## src/rtl/axist_avst_config.svh

```systemverilog
// build-time sizes for the AXI-Stream to Avalon-ST tx bridge
// TX_FIFO_DEPTH must exceed TX_FIFO_SLACK plus two beats in flight

`ifndef AXIST_AVST_CONFIG_SVH
`define AXIST_AVST_CONFIG_SVH

// bytes carried by one beat on both sides
`define TX_DATA_BYTES 8

// sideband error bits per beat, bit 0 marks a data error
`define TX_USER_BITS 2

// buffer entries between converter and MAC
`define TX_FIFO_DEPTH 16

// entries kept free for beats already past the tready decision
`define TX_FIFO_SLACK 2

`endif

```

## src/rtl/axist_avst_pkg.sv

```systemverilog
// beat types for the tx bridge, sized from axist_avst_config.svh
// empty is log2 of the byte count wide, so a beat never carries zero bytes

`include "axist_avst_config.svh"

package axist_avst_pkg;

	typedef logic [`TX_DATA_BYTES*8-1:0]         tx_data_t;
	typedef logic [`TX_DATA_BYTES-1:0]           tx_keep_t;
	typedef logic [$clog2(`TX_DATA_BYTES)-1:0]   tx_empty_t;
	typedef logic [`TX_USER_BITS-1:0]            tx_user_t;

	// user side beat, byte 0 in the low lane
	typedef struct packed {
		tx_data_t data;
		tx_keep_t keep;
		logic     last;
		tx_user_t user;
		// expected to equal the inverted xor of data
		logic     parity;
	} axis_beat_t;

	// MAC side beat, byte 0 in the high lane
	typedef struct packed {
		tx_data_t  data;
		tx_empty_t empty;
		logic      sop;
		logic      eop;
		tx_user_t  user;
	} avst_beat_t;

endpackage

```

## src/rtl/axist_to_avst_tx.sv

```systemverilog
// AXI-Stream to Avalon-ST tx bridge, SOP-aligned, one clock
// valid follows MAC ready in the same cycle, a beat pops whenever valid is high

`timescale 1ns/1ps

`include "axist_avst_config.svh"

module axist_to_avst_tx
	import axist_avst_pkg::*;
(
	input  logic       i_tx_clk,
	input  logic       i_tx_reset_n,
	input  logic       i_axist_tx_tvalid,
	input  axis_beat_t i_axist_tx_beat,
	output logic       o_axist_tx_tready,
	input  logic       i_avst_tx_ready,
	output logic       o_avst_tx_valid,
	output avst_beat_t o_avst_tx_beat,
	output logic       o_axist_tx_parity_error
);

	logic                                  wr_en;
	avst_beat_t                            wr_beat;
	logic                                  fifo_empty;
	logic [$clog2(`TX_FIFO_DEPTH + 1)-1:0] fifo_level;

	tx_beat_convert tx_beat_convert_i (
		.i_tx_clk                (i_tx_clk),
		.i_tx_reset_n            (i_tx_reset_n),
		.i_axist_tx_tvalid       (i_axist_tx_tvalid),
		.i_axist_tx_beat         (i_axist_tx_beat),
		.i_fifo_level            (fifo_level),
		.o_axist_tx_tready       (o_axist_tx_tready),
		.o_wr_en                 (wr_en),
		.o_wr_beat               (wr_beat),
		.o_axist_tx_parity_error (o_axist_tx_parity_error)
	);

	// MAC ready pops the head directly
	assign o_avst_tx_valid = !fifo_empty && i_avst_tx_ready;

	tx_ready_fifo #(
		.T (avst_beat_t)
	) tx_ready_fifo_i (
		.i_tx_clk     (i_tx_clk),
		.i_tx_reset_n (i_tx_reset_n),
		.i_wr_en      (wr_en),
		.i_wr_data    (wr_beat),
		.i_rd_en      (o_avst_tx_valid),
		.o_rd_data    (o_avst_tx_beat),
		.o_empty      (fifo_empty),
		.o_level      (fifo_level)
	);

endmodule

```

## src/rtl/tx_beat_convert.sv

```systemverilog
// one register stage from AXI-Stream beat to Avalon-ST beat, single packet per beat
// the FIFO behind it must take every o_wr_en, room is kept through tready

`timescale 1ns/1ps

`include "axist_avst_config.svh"

module tx_beat_convert
	import axist_avst_pkg::*;
(
	input  logic                                   i_tx_clk,
	input  logic                                   i_tx_reset_n,
	input  logic                                   i_axist_tx_tvalid,
	input  axis_beat_t                             i_axist_tx_beat,
	input  logic [$clog2(`TX_FIFO_DEPTH + 1)-1:0]  i_fifo_level,
	output logic                                   o_axist_tx_tready,
	output logic                                   o_wr_en,
	output avst_beat_t                             o_wr_beat,
	output logic                                   o_axist_tx_parity_error
);

	localparam int LVL_W = $clog2(`TX_FIFO_DEPTH + 1);
	localparam logic [LVL_W:0] TREADY_LIMIT = (LVL_W + 1)'(`TX_FIFO_DEPTH - `TX_FIFO_SLACK);

	//**********************************************************************
	// helpers
	//**********************************************************************

	// avalon wants byte 0 in the most significant lane
	function automatic tx_data_t reverse_bytes(input tx_data_t din);
		tx_data_t dout;
		for (int b = 0; b < `TX_DATA_BYTES; b++) begin
			dout[b*8 +: 8] = din[(`TX_DATA_BYTES - 1 - b)*8 +: 8];
		end
		return dout;
	endfunction

	// unused bytes on the last beat
	function automatic tx_empty_t keep_to_empty(input tx_keep_t keep);
		tx_empty_t cnt;
		cnt = '0;
		for (int b = 0; b < `TX_DATA_BYTES; b++) begin
			if (!keep[b]) begin
				cnt = cnt + 1'b1;
			end
		end
		return cnt;
	endfunction

	//**********************************************************************
	// accept and convert
	//**********************************************************************

	logic           accept;
	logic           parity_bad;
	logic           sop_pending;
	logic [LVL_W:0] load;
	avst_beat_t     next_beat;

	assign accept     = i_axist_tx_tvalid && o_axist_tx_tready;
	assign parity_bad = i_axist_tx_beat.parity != ~(^i_axist_tx_beat.data);

	always_comb begin
		next_beat.data  = reverse_bytes(i_axist_tx_beat.data);
		next_beat.empty = i_axist_tx_beat.last ? keep_to_empty(i_axist_tx_beat.keep) : '0;
		next_beat.sop   = sop_pending;
		next_beat.eop   = i_axist_tx_beat.last;
		next_beat.user  = i_axist_tx_beat.user;
		// bad parity marks the beat as a data error
		if (parity_bad) begin
			next_beat.user[0] = 1'b1;
		end
	end

	// worst case fill after this edge: no pop, pending write lands,
	// plus the beat taken now
	assign load = {1'b0, i_fifo_level}
		+ {{LVL_W{1'b0}}, o_wr_en}
		+ {{LVL_W{1'b0}}, accept};

	always_ff @(posedge i_tx_clk or negedge i_tx_reset_n) begin
		if (!i_tx_reset_n) begin
			o_axist_tx_tready       <= 1'b0;
			o_wr_en                 <= 1'b0;
			o_axist_tx_parity_error <= 1'b0;
			sop_pending             <= 1'b1;
		end else begin
			o_axist_tx_tready       <= load < TREADY_LIMIT;
			o_wr_en                 <= accept;
			o_axist_tx_parity_error <= accept && parity_bad;
			// next beat opens a packet only after a last beat
			if (accept) begin
				sop_pending <= i_axist_tx_beat.last;
			end
		end
	end

	always_ff @(posedge i_tx_clk) begin
		if (accept) begin
			o_wr_beat <= next_beat;
		end
	end

	//**********************************************************************
	// user side keep rules
	//**********************************************************************

	a_keep_nonzero: assert property (
		@(posedge i_tx_clk) disable iff (!i_tx_reset_n)
		accept |-> |i_axist_tx_beat.keep
	) else $error("accepted beat with no valid bytes");

	// packets only end short on the last beat
	a_keep_full_mid: assert property (
		@(posedge i_tx_clk) disable iff (!i_tx_reset_n)
		accept && !i_axist_tx_beat.last |-> &i_axist_tx_beat.keep
	) else $error("partial keep on a non-last beat");

endmodule

```

## src/rtl/tx_ready_fifo.sv

```systemverilog
// single clock show-ahead FIFO, the head is valid whenever o_empty is low
// no guard on overflow or underflow, the writer and reader own that

`timescale 1ns/1ps

`include "axist_avst_config.svh"

module tx_ready_fifo #(
	parameter type T = logic
) (
	input  logic                                   i_tx_clk,
	input  logic                                   i_tx_reset_n,
	input  logic                                   i_wr_en,
	input  T                                       i_wr_data,
	input  logic                                   i_rd_en,
	output T                                       o_rd_data,
	output logic                                   o_empty,
	output logic [$clog2(`TX_FIFO_DEPTH + 1)-1:0]  o_level
);

	localparam int DEPTH = `TX_FIFO_DEPTH;
	localparam int PTR_W = $clog2(DEPTH);
	localparam int LVL_W = $clog2(DEPTH + 1);

	T                 mem [DEPTH];
	logic [PTR_W-1:0] wr_ptr;
	logic [PTR_W-1:0] rd_ptr;
	logic [LVL_W-1:0] level;
	logic             full;

	// wrap works for any depth, not only powers of two
	function automatic logic [PTR_W-1:0] ptr_inc(input logic [PTR_W-1:0] ptr);
		return (ptr == PTR_W'(DEPTH - 1)) ? '0 : ptr + 1'b1;
	endfunction

	//**********************************************************************
	// storage
	//**********************************************************************

	always_ff @(posedge i_tx_clk) begin
		if (i_wr_en) begin
			mem[wr_ptr] <= i_wr_data;
		end
	end

	assign o_rd_data = mem[rd_ptr];

	//**********************************************************************
	// pointers and fill level
	//**********************************************************************

	always_ff @(posedge i_tx_clk or negedge i_tx_reset_n) begin
		if (!i_tx_reset_n) begin
			wr_ptr <= '0;
			rd_ptr <= '0;
			level  <= '0;
		end else begin
			if (i_wr_en) begin
				wr_ptr <= ptr_inc(wr_ptr);
			end
			if (i_rd_en) begin
				rd_ptr <= ptr_inc(rd_ptr);
			end
			case ({i_wr_en, i_rd_en})
				2'b10:   level <= level + 1'b1;
				2'b01:   level <= level - 1'b1;
				default: level <= level;
			endcase
		end
	end

	assign full    = level == LVL_W'(DEPTH);
	assign o_empty = level == '0;
	assign o_level = level;

	a_no_overflow: assert property (
		@(posedge i_tx_clk) disable iff (!i_tx_reset_n)
		i_wr_en |-> !full
	) else $error("write into a full FIFO");

	a_no_underflow: assert property (
		@(posedge i_tx_clk) disable iff (!i_tx_reset_n)
		i_rd_en |-> !o_empty
	) else $error("read from an empty FIFO");

endmodule

```

## config.mk

```make
export PLATFORM = sky130hd
export DESIGN_NAME = axist_to_avst_tx
export DESIGN_NICKNAME = d
export VERILOG_FILES = /design/src/rtl/axist_avst_pkg.sv /design/src/rtl/axist_to_avst_tx.sv /design/src/rtl/tx_beat_convert.sv /design/src/rtl/tx_ready_fifo.sv
export VERILOG_INCLUDE_DIRS = /design/src /design/src/rtl
export SDC_FILE = /design/constraint.sdc
export NUM_CORES = 1
export LEC_CHECK = 0
export BUFFER_PORTS_ARGS = -buffer_cell sky130_fd_sc_hd__clkbuf_2
export CAP_MARGIN = 20
export CORE_MARGIN = 5
export CORE_UTILIZATION = 25
export DETAILED_ROUTE_END_ITERATION = 10
export PLACE_DENSITY = 0.48
export SYNTH_ARGS = -nofsm -noshare
export SYNTH_HDL_FRONTEND = slang
export SYNTH_HIERARCHICAL = 1
export SYNTH_SLANG_ARGS = --single-unit
```

## constraint.sdc

```tcl
create_clock -name i_tx_clk -period 12.3 [get_ports i_tx_clk]
set_input_delay 1.845 -clock i_tx_clk [delete_from_list [all_inputs] [get_ports i_tx_clk]]
set_output_delay 1.845 -clock i_tx_clk [all_outputs]
set_load 0.005 [all_outputs]
```

==> Yosys cells after proc, flatten, opt, wreduce, memory -nomap -nowiden <==
Memories as Yosys holds them, arrays and structs flattened.
Cells that the tools add are included.
{ "word_totals": {"register_bits": 88, "ramBits": 1136, "inputBits": 80, "out_inout_bits": 74, "word_cells": 54, "mem_count": 1} }
{ "op_classes": {"n_addsub": 13, "n_lt_le_gt_ge": 1, "eq_ne": 5, "n_mux": 13, "n_bitwise": 1, "reduce_logical": 7} }
{ "memory_table": {"columns": ["name", "depth", "word_bits", "rd", "rd_ports_with_merged_regs", "wr", "line", "rtl"], "rows": [
  ["tx_ready_fifo_i.mem", 16, 71, 1, 0, 1, "tx_ready_fifo.sv:25", "T mem [DEPTH];"]
]} }
{ "op_table": {"columns": ["op", "count"], "rows": [
  ["64-bit parity", 1],
  ["3-bit 2-to-1 mux", 7],
  ["3-bit by 1-bit adder with 3-bit output, second input constant", 6],
  ["5-bit case mux with 2 select lines", 1],
  ["4-bit by 1-bit adder with 4-bit output, second input constant", 2],
  ["4-bit == test, second input constant", 2],
  ["4-bit 2-to-1 mux", 2],
  ["5-bit by 1-bit adder with 6-bit output", 1],
  ["6-bit by 1-bit adder with 6-bit output", 1],
  ["6-bit by 4-bit less-than comparator with 1-bit output, second input constant", 1],
  ["5-bit by 1-bit adder with 5-bit output, second input constant", 1],
  ["5-bit logical NOT", 1],
  ["5-bit by 1-bit subtractor with 5-bit output, second input constant", 1],
  ["1-bit logical AND", 3],
  ["1-bit 2-to-1 mux", 3],
  ["1-bit by 1-bit adder with 2-bit output, second input constant", 1],
  ["2-bit by 1-bit == test with 1-bit output, second input constant", 1],
  ["2-bit == test, second input constant", 1],
  ["2-bit nonzero test", 1],
  ["1-bit logical NOT", 1],
  ["1-bit != test", 1],
  ["1-bit inverter", 1]
]} }

==> Depth between registers and ports, before layout <==
Gate-level depths: netlist of the first run.
{ "depth": {"word_depth": 15, "ltp_mapped": 19, "mapped_depth_nobuf": 19} }

==> By module <==
The synthesis of the first run kept the hierarchy.
{ "by_module_without_submodules": {"columns": ["mod", "instances", "cells_each", "area_each_um2", "seq_area_each_um2"], "rows": [
  ["tx_ready_fifo", 1, 1835, 43193.9, 34438.0],
  ["tx_beat_convert", 1, 207, 3352.0, 2233.4],
  ["axist_to_avst_tx", 1, 1, 13.8, 0.0]
]} }

==> Worst setup path after synthesis of the first run <==
OpenSTA, ideal clock, no wires.
{ "synth_timing": {"kind": "reg2reg", "from": "register tx_beat_convert_i.o_wr_en", "to": "memory tx_ready_fifo_i/mem[3][0] (netlist name) (enable)", "setup_ps": 587, "t_arrival_ps": 5591, "required_ps": 11713, "setup_slack_ps": 6122, "stages_incl_launch_ff": 4, "n_path_buf": 1, "synth_period_minus_slack_ps": 6178, "path_cell_list": "dfrtp_1 clkbuf_1 nand2_1 nor3_1"} }
{ "synth_between": {"elab_chain_cells": 2} }
{ "synth_lines": {"columns": ["element", "line", "rtl"], "rows": [
  ["start: declaration", "tx_beat_convert.sv:17", "output logic o_wr_en,"],
  ["start signal: assignment", "tx_beat_convert.sv:89", "o_wr_en <= accept;"],
  ["1-bit 2-to-1 mux", "tx_ready_fifo.sv:41", "if (i_wr_en) begin"],
  ["1-bit 2-to-1 mux (implied by the code)", "tx_ready_fifo.sv:42", "mem[wr_ptr] <= i_wr_data;"],
  ["end: declaration", "tx_ready_fifo.sv:25", null]
]} }
No other way between the ends.

==> flow_summary.toml, run 1 <==
[clocking]
cts_resized = 0
cts_setup_buffers = 0
clockBufferDepth = 3
hold_buffers = 0
cts_tree = "done"
clock_sinks = 1224
root_buffer = "clkbuf_16"
htreeDepth = 3
worstSkewPairLatency_ns = 0.73
path_clk_slew_ns = 0.06
tritoncts.num_buffers = 119

[routing]
wl_per_cell_um = 24.8
wirelength_mm = 120
via_per_inst = 4.40
final_antenna_net_count = 0
vias = 21328
wl_met3_mm = 5.78
drt_iter0_markers = 1608
wl_met1_mm = 48.4
dr.pass1.iters = 5
dr.max_layer_used = "met5"
dr_wl_met2_mm = 63.2
drc = 0

[power]
finalPower_mw = 11.8
peakVddDrop_v = 0.000239
power_leakage_nw = 16.6
cellPowerDensity_mw_per_mm2 = 217

[timing]
worst_slack_ns = 5.92
hold_viol = 0
skew_ns = 0.0338
min_period_ns = 6.38
timing.fmax_mhz = 157
finalCritPeriodShare = 0.518
tightest_slew_ns = 1.08
holdWs_ns = 0.530
setup_viol = 0
fin_setup_tns_ns = 0
grt_setup_unrepaired = "false"
final_max_slew_viol_count = 0
slew_headroom = 0.281

[worst_setup_path]
slowest_delay_ns = 0.87
crit_required_ns = 10.45
arrival_ns = 4.53
cp_common_cell = "buf_4"
cp-start-kind = "flip-flop"
cpMaxStageDelayCell = "dfrtp_4"
cp_max_fo = 56
path_class = "reg -> out"
crit_chain = "buf_4, buf_4, mux4_2, o22ai_1, nor2_1, clkbuf_2"
end_kind = "output port"

[global_route]
grt_max_degree = 113
grt_pass1_vias = 22785
antenna_found_initial = 10
grt_pass1_wl_mm = 169
grtUsageTotal = 0.122
grt_overflow = 0

[final_layout]
n_fill_cell = 18019
multi_input_area_mm2 = 0.00935
num-nets-final = 2357
final_layout_size_suffix_gt1_frac = 0.290
area.sequential_mm2 = 0.0367
final_area_mm2 = 0.0541
fin_cells = 4844
final_core_util = 0.292
area_growth_pct = 16.2

[synthesis]
synth_area_mm2 = 0.0466
netlist_instances = 2043
async_reset_ff_frac = 0.0139
yosysSeqAreaShare = 0.788
ys_types = 46
synth-seq-cells = 1224
yosysTopAreaCellShare = 0.778
syn-num-nets = 2142
synth_edf_count = 1207
yosys.area.top_type = "edfxtp_1"
synth.area.top_cells = "edfxtp_1, mux4_2, o22ai_1, xnor2_1, dfrtp_1"
yosysWarnings = 6
avgSynthCellArea_um2 = 22.8
synth_ff_type = "edfxtp_1"

[floorplan]
die_w_um = 442
start_util = 0.251
io_pins = 154
die_h_um = 442
rows = 158
core_mm2 = 0.185
die_area_mm2 = 0.195

[placement]
gp_congestion = 0.686
dp_hpwl_mm = 65.6
place_area_mm2 = 0.0503
dp_cells = 4617
portBuffers = 153
dp_slack_ns = 6.58

[flow_run]
drv_cap = 0

[run_status]
outcome = "completed"

[min_path]
hp-class = "reg -> reg"
[layout by cell type, fill, tap and decap left out, types with 5 or more instances in the layout]
cell	n
a21oi_1	6
a31oi_1	5
buf_4	42
bufinv_16	7
clkbuf_1	33
clkbuf_16	121
clkbuf_2	153
clkinv_1	18
clkinv_2	22
clkinvlp_4	7
dfrtp_1	13
edfxtp_1	1207
ha_1	19
inv_1	7
mux4_1	6
mux4_2	278
nand2_1	16
nand2b_1	8
nor2_1	76
nor2_4	13
nor2b_1	5
o21ai_0	7
o22ai_1	143
xnor2_1	68
xor2_1	12
[worst max-delay path: cells and delay by family (launching register included)]
kind                   cells  cell delay [ns]
AO/OA/AOI/OAI              1             0.09
buffers and inverters      3             1.73
flip-flops                 1             0.87
multiplexers               1             0.35
AND/OR/NAND/NOR            1             0.52
[kinds of logic after synthesis]
kind of cell    Yosys count  synth area share
flops                  1224             0.788
mux                     292             0.140
compound gates          166            0.0221
simple gates            146            0.0141
buf+inv                 112            0.0144
xor+xnor                 84            0.0170
fa+ha+maj                19           0.00511
[metal layers]
layer / vias to the layer above / global-route usage
li1: 9052 / -
met1: 11596 / 0.151
met2: 524 / 0.220
met3: 148 / 0.0203
met4: 8 / 0.0336
met5: - / 0
[cell type report]
| class | instances | share of cell area |
|---|---|---|
| clock inverter | 67 | 0.0112 |
| timing repair buffer | 197 | 0.0207 |
| sequential | 1224 | 0.678 |
| clock buffer | 158 | 0.0593 |
| tap | 2480 | 0.0573 |
| inverter | 9 | 0.000671 |
| multi-input combinational | 707 | 0.173 |
| antenna | 2 | 0.0000925 |
[synth_stat cells (3+ instances only)]
master and number:
nand2_1 17, buf_2 15, ha_1 19, xnor2_1 68, nand2b_1 10, clkbuf_1 42
o22ai_1 143, mux2i_1 4, nand4_1 4, nor3_1 6, mux4_1 6, a31oi_1 5
mux4_2 278, buf_6 24, buf_12 3, nor2b_1 5, o21ai_0 7, buf_1 18
mux2_2 4, edfxtp_1 1207, a21oi_1 6, nand3_1 4, xor2_1 12, nor2_1 89
dfrtp_1 16, inv_1 8
[path summary, 6_finish.rpt]
kind / start / end / slack [ns] / cells past startpoint
setup reg to reg: tx_ready_fifo_i/wr_ptr[0] / tx_ready_fifo_i/mem[8][44] / 9.00 / 6
setup / recovery: tx_ready_fifo_i/rd_ptr[1] / o_avst_tx_beat[66] / 5.92 / 6
min in group asynchronous: i_tx_reset_n / tx_ready_fifo_i/rd_ptr[0] / 1.08 / 1
max in group asynchronous: i_tx_reset_n / tx_ready_fifo_i/rd_ptr[2] / 10.83 / 1
hold / removal: tx_ready_fifo_i/o_level[4] / tx_ready_fifo_i/o_level[4] / 0.53 / 1
hold reg to reg: tx_ready_fifo_i/o_level[4] / tx_ready_fifo_i/o_level[4] / 0.53 / 1
[registers in the layout (all words and copies together), names as in the netlist, 4 cells and up]
name                         cells
tx_ready_fifo_i/o_level          5
tx_beat_convert_i/o_wr_beat     71
tx_ready_fifo_i/mem           1136
tx_ready_fifo_i/wr_ptr           4
tx_ready_fifo_i/rd_ptr           4
[where the power goes]
part / switching, mW / total, mW / leakage, nW / internal, mW
Clock: 1.55 / 3.54 / 1.85 / 1.99
Combinational: 1.64 / 2.83 / 3.68 / 1.19
Sequential: 0.334 / 5.39 / 11.1 / 5.05
Note: power is estimated with default switching activity, not from simulation.
==> run 2, diff against run 1 <==
--- a/config.mk
+++ b/config.mk
@@ -11,7 +11,7 @@
 export CORE_MARGIN = 5
 export CORE_UTILIZATION = 25
 export DETAILED_ROUTE_END_ITERATION = 10
-export PLACE_DENSITY = 0.48
+export PLACE_DENSITY = 0.49
 export SYNTH_ARGS = -nofsm -noshare
 export SYNTH_HDL_FRONTEND = slang
 export SYNTH_HIERARCHICAL = 1
==> constraint.sdc (replaced) <==
create_clock -name i_tx_clk -period 5.75 [get_ports i_tx_clk]
set_input_delay 0.8625 -clock i_tx_clk [delete_from_list [all_inputs] [get_ports i_tx_clk]]
set_output_delay 0.8625 -clock i_tx_clk [all_outputs]
set_load 0.005 [all_outputs]
==> flow_summary.toml, run 2 (same netlist as run 1, synthesis figures left out) <==
[routing]
via_per_inst = 4.44
dr.pass1.iters = 7
drc = 0
wl_per_cell_um = 25.3
wirelength_mm = 122
vias = 21478
drt_iter0_markers = 1880
final_antenna_net_count = 0

[floorplan]
die_h_um = 442
core_mm2 = 0.185
die_area_mm2 = 0.195
die_w_um = 442
start_util = 0.251
io_pins = 154
rows = 158

[power]
swShare = 0.301
power.share.clock = 0.305
peakVddDrop_v = 0.000434
pwr-share-comb = 0.247
p_sw_mw = 7.69
cellPowerDensity_mw_per_mm2 = 470
intPower_mw = 17.9
power_leakage_nw = 16.8
seqPwrFrac = 0.449

[timing]
slew_headroom = 0.264
hold_viol = 0
fin_setup_tns_ns = 0
skew_ns = 0.0430
setup_viol = 0
holdWs_ns = 0.117
final_max_slew_viol_count = 0
finalCritPeriodShare = 0.760
grt_setup_unrepaired = "false"
min_period_ns = 4.37
timing.fmax_mhz = 229
tightest_slew_ns = 1.10

[clocking]
cts_tree = "done"
hold_buffers = 0
cts_resized = 0
htreeDepth = 3
worstSkewPairLatency_ns = 0.74
path_clk_slew_ns = 0.06
clockBufferDepth = 3
tritoncts.num_buffers = 116
root_buffer = "clkbuf_16"
clock_sinks = 1224
cts_setup_buffers = 0

[final_layout]
final_core_util = 0.293
final_cell_mix = "edfxtp_1, mux4_2, clkbuf_2"
n_fill_cell = 18091
num-nets-final = 2359
regMostFlops = "tx_ready_fifo_i/mem"
area_growth_pct = 16.9
largest_register_ffs = 1136
final_layout_size_suffix_gt1_frac = 0.291
layout_commonest_cell = "edfxtp_1"

[placement]
dp_hpwl_mm = 62.9
gp_congestion = 0.718
portBuffers = 153

[worst_setup_path]
end_kind = "output port"
arrival_ns = 3.51
slowest_delay_ns = 0.88
cpMaxStageDelayCell = "dfrtp_4"
crit_required_ns = 4.89
path_class = "reg -> out"
cp_max_fo = 38
crit_chain = "or2_4, buf_4, o22ai_1, nor2_1, clkbuf_2"
cp_num_buf_inv = 2
cp-start-kind = "flip-flop"
cp_top_family = "simple AND/OR/NAND/NOR gates"

[global_route]
grt_max_degree = 121
grt_pass1_wl_mm = 173
antenna_found_initial = 4
grt_pass1_vias = 22934
grtUsageTotal = 0.124
grt_overflow = 0

[run_status]
outcome = "completed"

[min_path]
hp-class = "in -> async"

[flow_run]
drv_cap = 0
-- run 2: cell types whose count changed in the layout (fill, tap and decap cells not counted), sizes merged --
cell / delta
buf: +5
bufinv: +9
clkbuf: -20
clkinv: +8
clkinvlp: -2
diode: +1
inv: -4
-- run 2: layout make-up --
class | count | area (µm²) | share of cell area
inverters | 9 | 36.3 | 0.000667
well taps | 2480 | 3100 | 0.0570
diodes | 3 | 7.51 | 0.000138
multi-input cells | 707 | 9370 | 0.172
repair buffers | 202 | 1320 | 0.0242
clock buffers | 138 | 3030 | 0.0556
flip-flops and latches | 1224 | 36700 | 0.674
clock inverters | 78 | 873 | 0.0160
-- run 2: path summary, 6_finish.rpt --
| kind | slack (ns) | endpoint | cells after the start | from |
|---|---|---|---|---|
| min | 0.12 | tx_beat_convert_i/o_axist_tx_parity_error | 1 | i_tx_reset_n |
| min in group i_tx_clk | 0.33 | tx_beat_convert_i/o_wr_beat[44] | 1 | i_axist_tx_beat[41] |
| max | 1.38 | o_avst_tx_beat[22] | 5 | tx_ready_fifo_i/rd_ptr[1] |
| max reg2reg | 2.57 | tx_ready_fifo_i/o_level[4] | 10 | tx_ready_fifo_i/o_level[2] |
| min reg2reg | 0.53 | tx_ready_fifo_i/o_level[4] | 1 | tx_ready_fifo_i/o_level[4] |
| max in group asynchronous | 5.20 | tx_ready_fifo_i/rd_ptr[2] | 1 | i_tx_reset_n |
-- run 2: per-stage QoR --
stage	power, mW	instances	setup slack (ns)	cell area [µm²]
6_report	25.6	4841	1.38	54400
2_1_floorplan	15.4	2043	1.48	46600
4_1_cts	26.1	4838	1.19	54400
5_1_grt	26.8	4838	1.12	54400
3_5_place_dp	18.3	4622	1.21	50500
3_3_place_gp	18.1	4621	1.24	50500
-- run 2: power by group through the flow --
stage / Sequential, mW / Clock [mW] / Combinational [mW]
floorplan: 11.3 / 0 / 4.08
global placement: 11.6 / 0 / 6.50
detailed placement: 11.7 / 0 / 6.57
CTS: 11.5 / 8.00 / 6.59
global route: 11.6 / 8.36 / 6.83
finish: 11.5 / 7.80 / 6.31
-- run 2: metal layers --
layer  global-route usage  up-vias  part of all wire
li1                     -     9062                 -
met1                0.157    11722              0.41
met2                0.222      558              0.53
met3               0.0188      134             0.045
met4               0.0304        2             0.018
met5                    0        -           0.00011
